===== src/hw/ctrlPkg.sv =====
package ctrlPkg;

  // Opcodes handled by the controller
  localparam logic [5:0] opNull = 6'h00; // R-type, decoded by funct
  localparam logic [5:0] opBeq  = 6'h04;
  localparam logic [5:0] opBne  = 6'h05;
  localparam logic [5:0] opBle  = 6'h06;
  localparam logic [5:0] opBgt  = 6'h07;
  localparam logic [5:0] opAddi = 6'h08;

  // Funct codes under opNull
  localparam logic [5:0] fnAdd = 6'h20;
  localparam logic [5:0] fnSub = 6'h22;
  localparam logic [5:0] fnAnd = 6'h24;

  // Step counter
  localparam int stepWidth = 3;
  typedef logic [stepWidth-1:0] step_t;

  localparam step_t fetchLast      = 3'd5; // Decode step
  localparam step_t aluExecLast    = 3'd2;
  localparam step_t branchExecLast = 3'd3;

  typedef enum logic [3:0] {
    phReset,
    phFetch,
    phAdd,
    phAddi,
    phSub,
    phAnd,
    phBeq,
    phBne,
    phBle,
    phBgt
  } phase_t;

  // ALU operation, same codes as the datapath ALU
  typedef enum logic [2:0] {
    aluNone = 3'd0,
    aluAdd  = 3'd1,
    aluSub  = 3'd2,
    aluAnd  = 3'd3,
    aluCmp  = 3'd7 // Compare only, drives EQ/GT
  } aluOp_t;

  typedef enum logic [1:0] {
    srcAPc = 2'd0,
    srcAA  = 2'd1
  } srcA_t;

  typedef enum logic [1:0] {
    srcBB      = 2'd0,
    srcBFour   = 2'd1,
    srcBImm    = 2'd2, // Sign-extended immediate
    srcBBranch = 2'd3  // Immediate shifted by two
  } srcB_t;

  typedef enum logic [1:0] {
    dstRt = 2'd0,
    dstRd = 2'd1
  } regDst_t;

  typedef enum logic [2:0] {
    pcNone      = 3'd0,
    pcAluResult = 3'd1,
    pcAluOut    = 3'd2
  } pcSrc_t;

  // Everything the controller drives in one cycle
  typedef struct packed {
    logic    pcWrite;
    logic    irWrite;
    logic    regWrite;
    logic    abWrite;
    logic    aluOutWrite;
    aluOp_t  aluOp;
    srcA_t   aluSrcA;
    srcB_t   aluSrcB;
    regDst_t regDst;
    pcSrc_t  pcSource;
  } ctrlWord_t;

  // Comparator outputs from the datapath
  typedef struct packed {
    logic eq;
    logic gt;
  } aluFlags_t;

  // Low half of the instruction word
  typedef union packed {
    logic [15:0] imm;  // I-type view
    struct packed {
      logic [4:0] rd;
      logic [4:0] shamt;
      logic [5:0] funct;
    } rType;           // R-type view
  } instrLow_t;

endpackage


===== src/hw/opDecoder.sv =====
`timescale 1ns/10ps

module opDecoder
  import ctrlPkg::*;
(
  input  logic [5:0] opcode,
  input  instrLow_t  offset,
  output phase_t     nextPhase,
  output logic       known
);

  // Pure lookup; the sequencer samples it at the decode step
  always_comb begin
    nextPhase = phFetch;
    known     = 1'b1;
    case (opcode)
      opNull: begin
        case (offset.rType.funct)
          fnAdd: nextPhase = phAdd;
          fnSub: nextPhase = phSub;
          fnAnd: nextPhase = phAnd;
          default: begin
            // Shifts, mult/div and the rest go back to fetch
            nextPhase = phFetch;
            known     = 1'b0;
          end
        endcase
      end
      opAddi: nextPhase = phAddi;
      opBeq:  nextPhase = phBeq;
      opBne:  nextPhase = phBne;
      opBle:  nextPhase = phBle;
      opBgt:  nextPhase = phBgt;
      default: begin
        nextPhase = phFetch; // Loads, stores, jumps not supported
        known     = 1'b0;
      end
    endcase
  end

endmodule


===== src/hw/stepSequencer.sv =====
`timescale 1ns/10ps

module stepSequencer
  import ctrlPkg::*;
(
  input  logic   clk,
  input  logic   reset,
  input  phase_t nextPhase,
  input  logic   known,
  output phase_t phase,
  output step_t  step,
  output logic   datapathReset
);

  logic  stepLast; // Current step ends the phase
  step_t lastStep;

  // Length of the current phase
  always_comb begin
    case (phase)
      phFetch: lastStep = fetchLast;
      phAdd,
      phAddi,
      phSub,
      phAnd:   lastStep = aluExecLast;
      phBeq,
      phBne,
      phBle,
      phBgt:   lastStep = branchExecLast;
      default: lastStep = '0; // Reset phase lasts one step
    endcase
  end

  assign stepLast = (step == lastStep);

  always_ff @(posedge clk) begin
    if (reset) begin
      phase <= phReset;
      step  <= '0;
    end else begin
      if (stepLast) begin
        step <= '0;
        // Decode result is taken only at the end of fetch
        if (phase == phFetch && known) begin
          phase <= nextPhase;
        end else begin
          phase <= phFetch; // Unknown op, finished exec or reset exit
        end
      end else begin
        step <= step_t'(step + 1'b1);
      end
    end
  end

  // High for the reset phase, including the cycle after release
  assign datapathReset = (phase == phReset);

endmodule


===== src/hw/controlEncoder.sv =====
`timescale 1ns/10ps

module controlEncoder
  import ctrlPkg::*;
(
  input  phase_t    phase,
  input  step_t     step,
  input  aluFlags_t flags,
  output ctrlWord_t ctrl
);

  aluOp_t execOp;     // ALU op of the R-type/immediate phases
  logic   branchTake; // Condition of the current branch phase

  always_comb begin
    case (phase)
      phSub:   execOp = aluSub;
      phAnd:   execOp = aluAnd;
      default: execOp = aluAdd; // ADD and ADDI
    endcase
  end

  // Only place where branch conditions are evaluated
  always_comb begin
    case (phase)
      phBeq:   branchTake = flags.eq;
      phBne:   branchTake = !flags.eq;
      phBle:   branchTake = !flags.gt;
      phBgt:   branchTake = flags.gt;
      default: branchTake = 1'b0;
    endcase
  end

  always_comb begin
    ctrl = '0;
    case (phase)
      phFetch: begin
        if (step <= 3'd2) begin
          // Memory read in flight, PC+4 into ALUOut
          ctrl.aluOutWrite = 1'b1;
          ctrl.aluOp       = aluAdd;
          ctrl.aluSrcA     = srcAPc;
          ctrl.aluSrcB     = srcBFour;
          ctrl.pcSource    = pcAluResult;
        end else if (step == 3'd3) begin
          ctrl.pcWrite  = 1'b1;
          ctrl.irWrite  = 1'b1;
          ctrl.pcSource = pcAluOut;
        end else if (step == 3'd4) begin
          ctrl.abWrite = 1'b1; // Register file read into A/B
        end
        // Step 5 is the decode step, all zero
      end

      phAdd,
      phAddi,
      phSub,
      phAnd: begin
        if (step == 3'd0) begin
          ctrl.aluOutWrite = 1'b1;
          ctrl.aluOp       = execOp;
          ctrl.aluSrcA     = srcAA;
          ctrl.aluSrcB     = (phase == phAddi) ? srcBImm : srcBB;
        end else if (step == 3'd1) begin
          ctrl.regWrite = 1'b1;
          ctrl.regDst   = (phase == phAddi) ? dstRt : dstRd;
        end
      end

      phBeq,
      phBne,
      phBle,
      phBgt: begin
        if (step == 3'd0) begin
          // Branch target into ALUOut
          ctrl.aluOutWrite = 1'b1;
          ctrl.aluOp       = aluAdd;
          ctrl.aluSrcA     = srcAPc;
          ctrl.aluSrcB     = srcBBranch;
        end else if (step == 3'd1) begin
          ctrl.aluOp    = aluCmp; // Flags settle for next step
          ctrl.aluSrcA  = srcAA;
          ctrl.aluSrcB  = srcBB;
          ctrl.pcSource = pcAluOut;
        end else if (step == 3'd2) begin
          ctrl.pcSource = pcAluOut;
          ctrl.pcWrite  = branchTake;
        end
      end

      default: ctrl = '0; // Reset phase
    endcase
  end

endmodule


===== src/hw/ctrlUnit.sv =====
`timescale 1ns/10ps

module ctrlUnit
  import ctrlPkg::*;
(
  input  logic       clk,
  input  logic       reset,
  input  logic [5:0] opcode,
  input  instrLow_t  offset,
  input  aluFlags_t  flags,
  output ctrlWord_t  ctrl,
  output logic       datapathReset
);

  phase_t nextPhase;
  logic   known;
  phase_t phase;
  step_t  step;

  opDecoder decoder (
    .opcode   (opcode),
    .offset   (offset),
    .nextPhase(nextPhase),
    .known    (known)
  );

  stepSequencer sequencer (
    .clk          (clk),
    .reset        (reset),
    .nextPhase    (nextPhase),
    .known        (known),
    .phase        (phase),
    .step         (step),
    .datapathReset(datapathReset)
  );

  controlEncoder encoder (
    .phase(phase),
    .step (step),
    .flags(flags),
    .ctrl (ctrl)
  );

endmodule


===== config.mk =====
export PLATFORM = sky130hd
export DESIGN_NAME = ctrlUnit
export DESIGN_NICKNAME = d
export VERILOG_FILES = /design/src/hw/ctrlPkg.sv /design/src/hw/opDecoder.sv /design/src/hw/stepSequencer.sv /design/src/hw/controlEncoder.sv /design/src/hw/ctrlUnit.sv
export SDC_FILE = /design/constraint.sdc
export NUM_CORES = 1
export LEC_CHECK = 0
export ABC_CLOCK_PERIOD_IN_PS = 2900
export BUFFER_PORTS_ARGS = -buffer_cell sky130_fd_sc_hd__buf_2
export CORE_UTILIZATION = 43
export CTS_BUF_LIST = sky130_fd_sc_hd__clkbuf_8
export DETAILED_ROUTE_END_ITERATION = 8
export GPL_TIMING_DRIVEN = 0
export PLACE_DENSITY = 0.74
export SYNTH_ARGS = -nofsm -noshare
export SYNTH_HDL_FRONTEND = slang
export SYNTH_SLANG_ARGS = --single-unit
export TNS_END_PERCENT = 10

===== constraint.sdc =====
create_clock -name clk -period 2.9 [get_ports clk]
set_input_delay 0.58 -clock clk [delete_from_list [all_inputs] [get_ports clk]]
set_output_delay 0.58 -clock clk [all_outputs]
set_load 0.005 [all_outputs]

==> results of run 1 <==
## worst register-to-register path: stages (launching register included)
cell and delay [ns]:
dfxtp_1 0.30, buf_2 0.18, nor4b_2 0.39, nand3_1 0.14, or2_1 0.24, a21oi_2 0.28
nor2b_1 0.08, o22ai_1 0.16
## sequential cells by signal, summed over array words and instances, names as in the netlist
register            count
sequencer.step          3
sequencer.phase         4
sequencer.lastStep      3
## per-layer routing
layer  track usage, %  share of wire, %  vias to the layer above
met4             6.94               1.4                        0
li1                 -                 -                      514
met1             21.7                47                      449
met5                0                 0                        -
met3             3.64               3.3                        5
met2             33.3                48                       20
## final cells by class
class,instances,share of cell area (%)
multi-input cells,100,58.5
flip-flops and latches,10,15.9
repair buffers,30,12.0
clock buffers,4,4.38
plain buffers,8,4.08
well taps,28,2.79
inverters,8,2.39
## placed cells by master, fill, tap and decap left out, types with 2 or more instances in the layout
cell type / count
and2_1: 3
inv_1: 8
nor2_1: 8
nor4b_4: 2
nor2b_1: 5
ha_1: 5
a21oi_1: 4
buf_2: 32
a31oi_1: 3
xor2_1: 4
clkbuf_1: 2
o21ai_0: 6
nor3_1: 4
nand3b_1: 2
o31a_1: 2
xnor2_1: 4
dfxtp_1: 10
nand3_1: 3
a22o_2: 2
a22oi_1: 2
buf_4: 3
conb_1: 3
nand2b_1: 3
nand2_1: 8
and3_1: 2
a211oi_1: 2
nor4_1: 2
clkbuf_8: 4
## power breakdown
part           switching (W)  total (W)  internal [W]
sequential         0.0000222   0.000192      0.000170
combinational       0.000210   0.000373      0.000163
clock              0.0000518   0.000171      0.000119
## per-stage QoR
stage,util (%),hold slack [ns],std cells,power [W],cell area (um2)
floorplan,-,0.456,126,0.000457,1020
global placement,54.3,0.482,184,0.000558,1200
detailed placement,54.3,0.498,184,0.000569,1200
CTS,56.8,0.508,188,0.000743,1260
global route,56.8,0.540,188,0.000799,1260
finish,56.8,0.499,188,0.000736,1260
## worst paths after layout
check | startpoint | to | slack, ns
setup / recovery | sequencer.phase[1] | ctrl[16] | 0.37
hold / removal | sequencer.step[0] | sequencer.step[0] | 0.50
setup reg to reg | sequencer.phase[0] | sequencer.lastStep[0] | 1.05
hold reg to reg | sequencer.step[0] | sequencer.step[0] | 0.50
## cell families (layout without fill, tap and decap cells)
logic type | count (synthesis) | in the layout
DFF | 10 | 10
xor gates and xnor gates | 9 | 9
other | 1 | 3
muxes | 2 | 2
AOI/OAI and AO/OA | 30 | 30
adders and majority gates | 5 | 5
and+or+nand+nor | 51 | 51
buffers and inverters | 16 | 50
==> results.md, run 1 <==
* Status: finished clean
* Wire length per cell at 11.2 um
* Clock latency on the worst-skew pair at 0.23 ns
* Htree depth at 1
* CTS tree: built
* Crit path kind: reg2out
* Vias in the first global route at 895
* Final Cycle Share at 87.2%
* Initial Util at 45.6%
* CP top delay family: simple AND/OR/NAND/NOR gates
* Via count at 988
* Yosys cell types at 49
* Post-synth EDFFs at 0
* Die X at 50.4 um
* HPWL after DPL at 1730 um
* Top achievable clock speed at 396 MHz
* Leading post-synthesis cells by instance count: dfxtp_1 (10), inv_1 (8), nand2_1 (8), nor2_1 (8), o21ai_0 (6)
* # Post-CTS Setup Buffers at 0
* Final setup fails at 0
* Synthesized instance count at 124
* CP Buf/Inv Count at 2
* Count leader, synth: dfxtp_1
* Total CTS buffers at 3
* GR Overflow Total at 0
* Adder-Cell Fraction of Synth Area at 6.20%
* Fin Clk Skew at 0.000253 ns
* Hold Crit Depth at 1
* Crit path cell chain: buf_6 > nor2_1 > a22oi_1 > or2_2 > o41ai_1 > buf_2
* Final Max Slew Viols at 0
* Routability cong. at 0.774
* Final #Nets at 192
* Top cells by area, synth: dfxtp_1 (20%), ha_1 (6.2%), nor4b_4 (4.7%)
* Hold Fails Final Rpt at 0
* CTS Sinks at 10
* RSZ-0062 raised after global routing: false
* Reg area at 200 um2
* CP max FO at 10
* Syn-to-layout area delta at 24.6%
* Mux contribution to synthesized area at 2.11%
* Seq/Total Area, Yosys at 19.9%
* Setup WS post-layout at 0.372 ns
* Layout cells sized above 1 at 32.5%
* Ys flop type: dfxtp_1
* CTS resizes at 0
* Ys Warns at 0
* Reg2reg path depth at 7
* Post-CTS Hold Buffers at 0
* Asr flop ratio synth at 0%
* CP peak stage delay at 0.36 ns
* DR iter-0 viols at 11
* Worst hold path type: reg2reg
* Worst Path Arrival at 1.95 ns
* Critical Path Source Type: flip-flop
* First-pass GRT wire length at 3610 um
* Slowest CP cell: o41ai_1
* Antenna diodes at 0
* Row cnt at 17
* Initial antenna violation count at 0
* Total track usage at 18.6%
* Clk slew on worst S/H paths at 0.05 ns
* P per Cell Area at 586 nW/um2
* Compound-Gate Fraction of Synth Area at 21.5%
* Setup WS pre-CTS at 0.639 ns
* I/O Buffers at 30
* Max Cap Viol at 0
* Minimum clock period at 2.53 ns
* Die area at 2540 um2
* Clock Path Buffers at 2
* # fillers at 223
* CP Capture Type: primary output
* WL final at 2100 um
* Largest family of logic cells by synthesized area: simple AND/OR/NAND/NOR gates
* Post-Synth Simple-Gate Area at 33.4%
* Static leakage at 0.569 nW
* Io pins at 44
* Synth top area share at 19.9%
* Max VDD drop at 0.000434 V
* First-pass DRT Iterations at 4
* Cell Area, Synth at 1010 um2
* Vert. Die Dim at 50.4 um
* Xor and xnor area share after synthesis at 8.56%
* Flops & latches, synth at 10
* Vias per cell at 5.26
* Area leader, netlist: dfxtp_1
* Multi-input gate area at 734 um2
* Largest net degree at the start of global routing at 11
* CP Data Required Time at 2.32 ns
* Syn Area/Cell at 8.13 um2
* Crit path depth at 6
* Clock root buffer: clkbuf_8
* Core footprint at 2210 um2
* DRT antenna net count at 0
* Fin Setup TNS at 0 ns
* DR DRC count at 0
(Power assumes the default switching activity.)
==> inputs of run 2 (changes only) <==
--- a/config.mk
+++ b/config.mk
@@ -7,11 +7,12 @@
 export LEC_CHECK = 0
 export ABC_CLOCK_PERIOD_IN_PS = 2900
 export BUFFER_PORTS_ARGS = -buffer_cell sky130_fd_sc_hd__buf_2
-export CORE_UTILIZATION = 43
+export CORE_UTILIZATION = 52
 export CTS_BUF_LIST = sky130_fd_sc_hd__clkbuf_8
 export DETAILED_ROUTE_END_ITERATION = 8
 export GPL_TIMING_DRIVEN = 0
-export PLACE_DENSITY = 0.74
+export PLACE_DENSITY = 0.87
+export SLEW_MARGIN = 20
 export SYNTH_ARGS = -nofsm -noshare
 export SYNTH_HDL_FRONTEND = slang
 export SYNTH_SLANG_ARGS = --single-unit
==> run 2 against run 1 <==
Cell count is 1.6% lower. Sequential cell count unchanged. Largest power group unchanged. Critical path type unchanged. Highest routed layer unchanged. Register-to-register slack barely moved.
==> results.md, run 2 (synthesized netlist as in run 1, its figures left out) <==
* Post-CTS Hold Buffers at 0
* Setup WS post-layout at 0.383 ns
* DR DRC count at 0
* Clock share of power at 23.4%
* Final Cycle Share at 86.8%
* Setup WS pre-CTS at 0.668 ns
* Row cnt at 15
* Minimum clock period at 2.52 ns
* Initial Util at 57.2%
* Hold Fails Final Rpt at 0
* DRT antenna net count at 0
* Top achievable clock speed at 397 MHz
* RSZ-0062 raised after global routing: false
* Clock Path Buffers at 2
* Commonest non-fill, non-tap cells in the layout: buf_2 (32), dfxtp_1 (10), nor2_1 (8), nand2_1 (8), inv_1 (8)
* Post-Place Cells at 181
* Max FFs per register at 4
* # Post-CTS Setup Buffers at 0
* I/O Buffers at 30
* Vias per cell at 5.66
* GR Overflow Total at 0
* Initial antenna violation count at 0
* Crit path cell chain: inv_1 > ha_1 > nor2b_1 > mux2_2 > a22oi_1 > o21ai_0 > and2_1 > buf_2
* DR iter-0 viols at 18
* Comb power frac at 50.8%
* Io pins at 44
* Layout cells sized above 1 at 32.5%
* Routability cong. at 0.850
* Clock latency on the worst-skew pair at 0.24 ns
* Die X at 46.0 um
* Clk slew on worst S/H paths at 0.05 ns
* WL final at 2260 um
* Total track usage at 24.0%
* Crit path kind: reg2out
* Worst Path Arrival at 1.94 ns
* First-pass GRT wire length at 3730 um
* Vias in the first global route at 910
* Largest net degree at the start of global routing at 11
* Wire length per cell at 12.2 um
* Final setup fails at 0
* Max VDD drop at 0.000397 V
* CTS Sinks at 10
* P per Cell Area at 594 nW/um2
* Via count at 1047
* CP Data Required Time at 2.32 ns
* First-pass DRT Iterations at 4
* CTS tree: built
* Final #Nets at 192
* Fin Clk Skew at 0.00279 ns
* Cell Int Power at 0.000452 W
* Worst hold path type: reg2reg
* Slowest CP cell: dfxtp_1
* Most common cell after layout, fill and taps aside: buf_2
* Sw Share at 39.2%
* Antenna diodes at 0
* CP Capture Type: primary output
* Clock root buffer: clkbuf_8
* Fin util at 71.0%
* Final Max Slew Viols at 0
* Flop pwr share at 25.8%
* CP max FO at 4
* Fin Setup TNS at 0 ns
* Die area at 2120 um2
* Total CTS buffers at 3
* Vert. Die Dim at 46.0 um
* Non-filler cells, final at 185
* CP peak stage delay at 0.39 ns
* Core footprint at 1760 um2
* Static leakage at 0.569 nW
* Critical Path Source Type: flip-flop
* CTS resizes at 0
* HPWL after DPL at 1790 um
* Most flops, register: sequencer.phase
* Switching pwr at 0.000291 W
* Status: finished clean
* Max Cap Viol at 0
* Syn-to-layout area delta at 24.2%
* Htree depth at 1
run 2: cell counts in the layout (fill, tap and decap cells not counted):
No cell type changed its count.
run 2: worst paths after layout:
check | startpoint | endpoint | slack [ns] | cells past startpoint
max reg2reg | sequencer.phase[0] | sequencer.lastStep[0] | 1.06 | 7
min | sequencer.step[0] | sequencer.step[0] | 0.50 | 1
min reg2reg | sequencer.step[0] | sequencer.step[0] | 0.50 | 1
max | sequencer.step[1] | ctrl[7] | 0.38 | 8
run 2: layer usage:
layer / track usage [%] / vias to the layer above / wire length, um
li1: - / 514 / -
met1: 31.3 / 486 / 1010
met2: 39.7 / 41 / 1080
met3: 1.98 / 6 / 111
met4: 11.2 / 0 / 50
met5: 0 / - / 0
run 2: area by class of cell:
cell class,instances,area (um2)
Inverter,8,30.0
Timing Repair Buffer,30,150
Clock buffer,4,55.1
Tap cell,25,31.3
Buffer,8,51.3
Sequential cell,10,200
Fill cell,168,512
Multi-Input combinational cell,100,734
run 2: worst max-delay path: cells and delay by family (launching register included):
| family | cells | cell delay (ns) |
|---|---|---|
| compound gates | 2 | 0.25 |
| fa+ha+maj | 1 | 0.24 |
| buf+inv | 2 | 0.22 |
| flops | 1 | 0.39 |
| mux | 1 | 0.28 |
| simple gates | 2 | 0.32 |
run 2: through the flow:
step / cell area (um2) / total power, W / hold WS, ns
after floorplan: 1020 / 0.000457 / 0.456
after global placement: 1200 / 0.000553 / 0.478
after detailed placement: 1200 / 0.000568 / 0.487
after CTS: 1250 / 0.000745 / 0.498
after global routing: 1250 / 0.000803 / 0.571
final: 1250 / 0.000744 / 0.502
run 2: power groups by stage:
stage,logic (W),registers (W),clock network (W)
finish,0.000378,0.000192,0.000174
detailed placement,0.000373,0.000195,0
floorplan,0.000267,0.000190,0
CTS,0.000376,0.000193,0.000176
global placement,0.000359,0.000194,0
global route,0.000425,0.000197,0.000181
